### config.mk
export PLATFORM = sky130hd
export DESIGN_NAME = alignCell
export DESIGN_NICKNAME = d
export VERILOG_FILES = /design/src/alignPkg.sv /design/src/alignCell.sv /design/src/cellUpdate.sv /design/src/neighborDelay.sv /design/src/max7Tree.sv
export SDC_FILE = /design/constraint.sdc
export NUM_CORES = 2
export LEC_CHECK = 0
export BUFFER_PORTS_ARGS = -buffer_cell sky130_fd_sc_hd__buf_2
export CORE_ASPECT_RATIO = 1.5
export CORE_MARGIN = 8
export CORE_UTILIZATION = 63
export CTS_CLUSTER_SIZE = 20
export DETAILED_ROUTE_END_ITERATION = 10
export HOLD_SLACK_MARGIN = 0.08
export PLACE_DENSITY = 0.83
export SYNTH_ARGS = -nofsm -noshare
export SYNTH_HDL_FRONTEND = slang
export SYNTH_SLANG_ARGS = --single-unit
### constraint.sdc
create_clock -name clk -period 14.4 [get_ports clk]
set_clock_uncertainty 0.1 [all_clocks]
set_input_delay 1.44 -clock clk [delete_from_list [all_inputs] [get_ports clk]]
set_output_delay 1.44 -clock clk [all_outputs]
set_load 0.03 [all_outputs]
### src/alignPkg.sv
package alignPkg;

  // signed score width shared by every datapath word
  localparam int SCORE_W = 11;

  typedef logic signed [SCORE_W-1:0] score_t;

  // nucleotide code, A C G T in two bits
  typedef logic [1:0] base_t;

  // seven affine states of one cell
  typedef struct packed {
    score_t m;
    score_t ix;
    score_t iy;
    score_t iz;
    score_t ixy;
    score_t iyz;
    score_t ixz;
  } scoreVec_t;

  // everything that enters a cell on one clock
  typedef struct packed {
    scoreVec_t n1;
    scoreVec_t n2;
    scoreVec_t n3;
    base_t     a;
    base_t     b;
    base_t     c;
    logic      en;
  } cellIn_t;

endpackage
### src/alignCell.sv
`timescale 1ns/1ps

module alignCell import alignPkg::*; #(
  parameter int MATCH      = 1,
  parameter int MISMATCH   = -1,
  parameter int GAP_OPEN   = 2,
  parameter int GAP_EXTEND = 1
) (
  input  logic      clk,
  input  logic      rst,
  input  cellIn_t   cellIn_i,
  output scoreVec_t state_o,
  output base_t     baseA_o,
  output logic      en_o
);

  scoreVec_t n1D1;
  scoreVec_t n1D2;
  scoreVec_t n2Live;
  scoreVec_t n2D1;
  scoreVec_t n3Live;
  scoreVec_t n3D1;
  base_t     baseA;
  base_t     baseB;
  base_t     baseC;
  logic      enReg;
  logic      start;

  // input side, delay lines and stored bases
  neighborDelay neighborDelay_inst (
    .clk      (clk),
    .rst      (rst),
    .cellIn_i (cellIn_i),
    .n1D1_o   (n1D1),
    .n1D2_o   (n1D2),
    .n2Live_o (n2Live),
    .n2D1_o   (n2D1),
    .n3Live_o (n3Live),
    .n3D1_o   (n3D1),
    .a_o      (baseA),
    .b_o      (baseB),
    .c_o      (baseC),
    .en_o     (enReg),
    .start_o  (start)
  );

  // scoring, max reduction and state register
  cellUpdate #(
    .MATCH      (MATCH),
    .MISMATCH   (MISMATCH),
    .GAP_OPEN   (GAP_OPEN),
    .GAP_EXTEND (GAP_EXTEND)
  ) cellUpdate_inst (
    .clk      (clk),
    .rst      (rst),
    .n1D1_i   (n1D1),
    .n1D2_i   (n1D2),
    .n2Live_i (n2Live),
    .n2D1_i   (n2D1),
    .n3Live_i (n3Live),
    .n3D1_i   (n3D1),
    .a_i      (baseA),
    .b_i      (baseB),
    .c_i      (baseC),
    .en_i     (enReg),
    .start_i  (start),
    .state_o  (state_o),
    .baseA_o  (baseA_o),
    .en_o     (en_o)
  );

endmodule

### src/cellUpdate.sv
`timescale 1ns/1ps

module cellUpdate import alignPkg::*; #(
  parameter int MATCH      = 1,
  parameter int MISMATCH   = -1,
  parameter int GAP_OPEN   = 2,
  parameter int GAP_EXTEND = 1
) (
  input  logic      clk,
  input  logic      rst,
  input  scoreVec_t n1D1_i,
  input  scoreVec_t n1D2_i,
  input  scoreVec_t n2Live_i,
  input  scoreVec_t n2D1_i,
  input  scoreVec_t n3Live_i,
  input  scoreVec_t n3D1_i,
  input  base_t     a_i,
  input  base_t     b_i,
  input  base_t     c_i,
  input  logic      en_i,
  input  logic      start_i,
  output scoreVec_t state_o,
  output base_t     baseA_o,
  output logic      en_o
);

  localparam score_t GO   = score_t'(GAP_OPEN);
  localparam score_t GE   = score_t'(GAP_EXTEND);
  localparam score_t GO2  = score_t'(2 * GAP_OPEN);
  localparam score_t GE2  = score_t'(2 * GAP_EXTEND);
  localparam score_t GOGE = score_t'(GAP_OPEN + GAP_EXTEND);

  // per-field gap cost for each target state
  localparam scoreVec_t NO_COST  = '0;
  localparam scoreVec_t IX_COST  = '{m: GO2, ix: GE2, iy: GOGE, iz: GOGE,
                                     ixy: GOGE, iyz: GO2, ixz: GOGE};
  localparam scoreVec_t IY_COST  = '{m: GO2, ix: GOGE, iy: GE2, iz: GOGE,
                                     ixy: GOGE, iyz: GOGE, ixz: GO2};
  localparam scoreVec_t IZ_COST  = '{m: GO2, ix: GOGE, iy: GOGE, iz: GE2,
                                     ixy: GO2, iyz: GOGE, ixz: GOGE};
  localparam scoreVec_t IXY_COST = '{m: GO, ix: GE, iy: GE, iz: GO,
                                     ixy: GE, iyz: GO, ixz: GO};
  localparam scoreVec_t IYZ_COST = '{m: GO, ix: GO, iy: GE, iz: GE,
                                     ixy: GO, iyz: GE, ixz: GO};
  localparam scoreVec_t IXZ_COST = '{m: GO, ix: GE, iy: GO, iz: GE,
                                     ixy: GO, iyz: GO, ixz: GE};

  score_t    pairAB;
  score_t    pairBC;
  score_t    pairAC;
  score_t    triple;
  scoreVec_t srcM;
  scoreVec_t srcIx;
  scoreVec_t srcIxy;
  scoreVec_t srcIxz;
  scoreVec_t cand [7];
  score_t    best [7];
  scoreVec_t nextState;

  // source minus cost plus substitution, wrapping at SCORE_W
  function automatic scoreVec_t scoreCand(scoreVec_t src, scoreVec_t cost, score_t bonus);
    scoreVec_t res;
    res.m   = src.m - cost.m + bonus;
    res.ix  = src.ix - cost.ix + bonus;
    res.iy  = src.iy - cost.iy + bonus;
    res.iz  = src.iz - cost.iz + bonus;
    res.ixy = src.ixy - cost.ixy + bonus;
    res.iyz = src.iyz - cost.iyz + bonus;
    res.ixz = src.ixz - cost.ixz + bonus;
    return res;
  endfunction

  // pairwise substitution scores on the stored bases
  assign pairAB = (a_i == b_i) ? score_t'(MATCH) : score_t'(MISMATCH);
  assign pairBC = (b_i == c_i) ? score_t'(MATCH) : score_t'(MISMATCH);
  assign pairAC = (a_i == c_i) ? score_t'(MATCH) : score_t'(MISMATCH);
  assign triple = pairAB + pairBC + pairAC;

  // zero boundary at the start of a cell's column
  assign srcM   = start_i ? scoreVec_t'('0) : n1D2_i;
  assign srcIx  = start_i ? scoreVec_t'('0) : state_o;
  assign srcIxy = start_i ? scoreVec_t'('0) : n2D1_i;
  assign srcIxz = start_i ? scoreVec_t'('0) : n3D1_i;

  always_comb begin
    cand[0] = scoreCand(srcM, NO_COST, triple);
    cand[1] = scoreCand(srcIx, IX_COST, '0);
    cand[2] = scoreCand(n2Live_i, IY_COST, '0);
    cand[3] = scoreCand(n3Live_i, IZ_COST, '0);
    cand[4] = scoreCand(srcIxy, IXY_COST, pairAB);
    cand[5] = scoreCand(n1D1_i, IYZ_COST, pairBC);
    cand[6] = scoreCand(srcIxz, IXZ_COST, pairAC);
  end

  for (genvar i = 0; i < 7; i++) begin : gMax
    max7Tree max7Tree_inst (
      .cand_i (cand[i]),
      .max_o  (best[i])
    );
  end

  assign nextState = '{m: best[0], ix: best[1], iy: best[2], iz: best[3],
                       ixy: best[4], iyz: best[5], ixz: best[6]};

  always_ff @(posedge clk or posedge rst) begin
    if (rst) begin
      state_o <= '0;
    end else begin
      state_o <= nextState;
    end
  end

  // bases and enable already sit one stage after the cell input
  assign baseA_o = a_i;
  assign en_o    = en_i;

  // the stored M can never lose against its diagonal candidate
  mNotBelowDiag: assert property (
    @(posedge clk) disable iff (rst)
    1'b1 |=> state_o.m >= $past(cand[0].m)
  );

  // state stays known once out of reset
  stateKnown: assert property (
    @(posedge clk) disable iff (rst)
    !$isunknown(state_o)
  );

endmodule

### src/neighborDelay.sv
`timescale 1ns/1ps

module neighborDelay import alignPkg::*; (
  input  logic      clk,
  input  logic      rst,
  input  cellIn_t   cellIn_i,
  output scoreVec_t n1D1_o,
  output scoreVec_t n1D2_o,
  output scoreVec_t n2Live_o,
  output scoreVec_t n2D1_o,
  output scoreVec_t n3Live_o,
  output scoreVec_t n3D1_o,
  output base_t     a_o,
  output base_t     b_o,
  output base_t     c_o,
  output logic      en_o,
  output logic      start_o
);

  // neighbour 1 runs two stages deep, neighbours 2 and 3 one stage
  always_ff @(posedge clk or posedge rst) begin
    if (rst) begin
      n1D1_o <= '0;
      n1D2_o <= '0;
      n2D1_o <= '0;
      n3D1_o <= '0;
    end else begin
      n1D1_o <= cellIn_i.n1;
      n1D2_o <= n1D1_o;
      n2D1_o <= cellIn_i.n2;
      n3D1_o <= cellIn_i.n3;
    end
  end

  // bases and enable stored for this cell and forwarded downstream
  always_ff @(posedge clk or posedge rst) begin
    if (rst) begin
      a_o  <= '0;
      b_o  <= '0;
      c_o  <= '0;
      en_o <= 1'b0;
    end else begin
      a_o  <= cellIn_i.a;
      b_o  <= cellIn_i.b;
      c_o  <= cellIn_i.c;
      en_o <= cellIn_i.en;
    end
  end

  // live vectors feed the Iy and Iz candidates directly
  assign n2Live_o = cellIn_i.n2;
  assign n3Live_o = cellIn_i.n3;

  // rising edge of the incoming enable marks the first column
  assign start_o = cellIn_i.en & ~en_o;

  // start strobe only means something on a known enable
  enKnown: assert property (
    @(posedge clk) disable iff (rst)
    !$isunknown(cellIn_i.en)
  );

endmodule

### src/max7Tree.sv
`timescale 1ns/1ps

module max7Tree import alignPkg::*; (
  input  scoreVec_t cand_i,
  output score_t    max_o
);

  score_t lvl1A;
  score_t lvl1B;
  score_t lvl1C;
  score_t lvl2A;
  score_t lvl2B;

  function automatic score_t max2(score_t x, score_t y);
    return (x > y) ? x : y;
  endfunction

  // first level, three signed pairs
  assign lvl1A = max2(cand_i.m, cand_i.ix);
  assign lvl1B = max2(cand_i.iy, cand_i.iz);
  assign lvl1C = max2(cand_i.ixy, cand_i.iyz);

  // odd one out joins at the second level
  assign lvl2A = max2(lvl1A, lvl1B);
  assign lvl2B = max2(lvl1C, cand_i.ixz);

  assign max_o = max2(lvl2A, lvl2B);

endmodule

==> metrics <==
Post-DP Area 46000 µm²; Hold Vio Cnt, Final 0; FF+latch count, synth 392; Routed WL 120000 µm; CTS Root Cell clkbuf_16; Synth Net Count 6076; RSZ-0062 raised after global routing no; DR vias 36500; die width 230 µm; WL/cell 19.4 µm; status completed; pre-CTS WS 2.60 ns; Critical Path Sink Type register; final worst-path cycle share 0.823; CP dominant cell by count o21ai_0; synthesized instance count 4968; slowest stage delay, CP 0.99 ns; fmax 0.0843 GHz; P&R area growth vs syn 9.59%; Netlist Area Pre-Place 43300 µm²; crit path max fanout 47; Startpoint Class register; Worst EP required 14.79 ns; Die Area 77500 µm²; Finish-stage setup viols 0; Post-Syn Area per Cell 8.72 µm²; CTS tree done; post-synth top area share 0.242; Core Area 67900 µm²; WS Path Type reg -> reg; vias in the first global route 37600; Post-synth EDFFs 0; final setup margin 2.54 ns; share of cells above drive strength 1 0.0993; ant diodes 0; fin nets 6384; largest cells by area after synthesis ha_1 24%, dfrtp_1 23%, inv_1 6.4%; Congestion Overflow GR 0; most frequent cells in the layout 837 x ha_1, 737 x inv_1, 392 x dfrtp_1; YS warnings 0; Placer Congestion 0.990; max-slew violations 0; initial antenna violation count 2; min-delay worst type reg -> reg; gr usage total 0.303; worst-margin pin slew 1.15 ns; Top Ports 320; DRT iter0 DRCs 1812; CTS max path bufs 3; slew margin rel. 0.230; first-pass GRT wire length 189000 µm; Final ANT Viol Nets 0; Detailed Place HPWL 99700 µm; post-route cell area 47500 µm²; Num CTS Buffers 42; Post-CTS Resized 0; routed vias/inst 5.88; htree depth 2; FFs w/ async S/R, synth 1.00; Max-Cap Viols 0; residual DRC count 0; Clock Latency Late Sink 0.62 ns; initial cell density of the core 0.637; hold_buf cts 0; Worst path slowest cell fa_1; most common cell after layout, fill and taps aside ha_1; Yosys cell types 86; Final min period 11.86 ns; Worst-path clk slew 0.07 ns; Fin Setup TNS 0 ns; post-CTS setup buffers 0; cell taking the most area after synthesis ha_1; port bufs 319; Num Clock Sinks 392; largest net degree at the start of global routing 202; sequential area share after synthesis 0.227; Pre-antenna DRT Iters 7; WP data arrival 12.25 ns; Die Ht 337 µm; top_reg_cell synth dfrtp_1; std cell rows 117
[final cells by class]
cell class | instances | area [µm²]
clock inverter | 26 | 299
multi-input combinational | 3741 | 30400
sequential | 392 | 9810
clock buffer | 51 | 1120
timing repair buffer | 361 | 1920
fill | 5407 | 20500
inverter | 738 | 2780
tap | 892 | 1120
[synth_stat cells, types with 31 or more instances]
master / number
ha_1: 837
inv_1: 738
dfrtp_1: 392
nand2_1: 308
xnor2_1: 307
a21oi_1: 280
mux2i_1: 260
nor2_1: 217
o21a_1: 207
o21ai_0: 181
xor2_1: 132
and2_1: 120
o21bai_1: 99
nor2b_1: 85
nand4_1: 83
a21o_1: 77
nor3_1: 74
clkbuf_1: 73
nand3_1: 68
nand2b_1: 48
mux2_2: 47
fa_1: 31
[path summary, 6_finish.rpt]
kind | start | to | slack (ns) | cells past startpoint
setup reg to reg | neighborDelay_inst.c_o[1]$_DFF_PP0_ | cellUpdate_inst.state_o[70]$_DFF_PP0_ | 2.54 | 55
hold / removal | neighborDelay_inst.n1D1_o[73]$_DFF_PP0_ | neighborDelay_inst.n1D2_o[73]$_DFF_PP0_ | 0.27 | 0
setup / recovery | neighborDelay_inst.c_o[1]$_DFF_PP0_ | cellUpdate_inst.state_o[70]$_DFF_PP0_ | 2.54 | 55
min in group asynchronous | rst | neighborDelay_inst.n1D1_o[70]$_DFF_PP0_ | 0.85 | 2
max in group asynchronous | rst | neighborDelay_inst.n2D1_o[34]$_DFF_PP0_ | 11.23 | 4
hold reg to reg | neighborDelay_inst.n1D1_o[73]$_DFF_PP0_ | neighborDelay_inst.n1D2_o[73]$_DFF_PP0_ | 0.27 | 0
[through the flow]
step | std cells | hold slack [ns] | utilization
CTS | 6200 | 0.277 | 0.698
global placement | 6123 | 0.263 | 0.677
finish | 6201 | 0.275 | 0.699
detailed placement | 6123 | 0.262 | 0.677
floorplan | 4968 | 0.254 | -
global route | 6201 | 0.282 | 0.699
[routing by layer]
| metal | vias to the layer above | share of wire | track usage |
|---|---|---|---|
| li1 | 17800 | - | - |
| met1 | 17200 | 0.37 | 0.321 |
| met2 | 1084 | 0.50 | 0.547 |
| met3 | 429 | 0.054 | 0.0477 |
| met4 | 2 | 0.077 | 0.210 |
| met5 | - | 0.00013 | 0 |
[worst max-delay path, delay by kind of cell, from the launching register on]
kind / cells / cell delay [ns]
buffers and inverters: 7 / 1.49
multiplexers: 2 / 0.53
adder cells (fa/ha/maj): 9 / 4.16
XOR/XNOR: 2 / 0.42
AND/OR/NAND/NOR: 14 / 1.37
flip-flops: 1 / 0.41
AO/OA/AOI/OAI: 21 / 3.24
[state kept, by name, summed over array words and instances (netlist names)]
register	count
neighborDelay_inst.b_o	2
cellUpdate_inst.state_o	77
neighborDelay_inst.n1D2_o	77
neighborDelay_inst.n1D1_o	77
neighborDelay_inst.a_o	2
neighborDelay_inst.c_o	2
neighborDelay_inst.en_o	1
neighborDelay_inst.n3D1_o	77
neighborDelay_inst.n2D1_o	77
[logic make-up (layout without fill, tap and decap cells)]
group / count (synthesis) / after routing / share of synthesized area
AOI/OAI and AO/OA: 1017 / 1017 / 0.153
buffers and inverters: 835 / 1176 / 0.0728
muxes: 312 / 312 / 0.0739
xor gates and xnor gates: 440 / 440 / 0.0892
and+or+nand+nor: 1098 / 1098 / 0.127
DFF: 392 / 392 / 0.227
adders and majority gates: 874 / 874 / 0.258
Power is left out: the tool's default activity adds up to more than one toggle a clock period on the data nets, which glitch-free logic cannot reach.
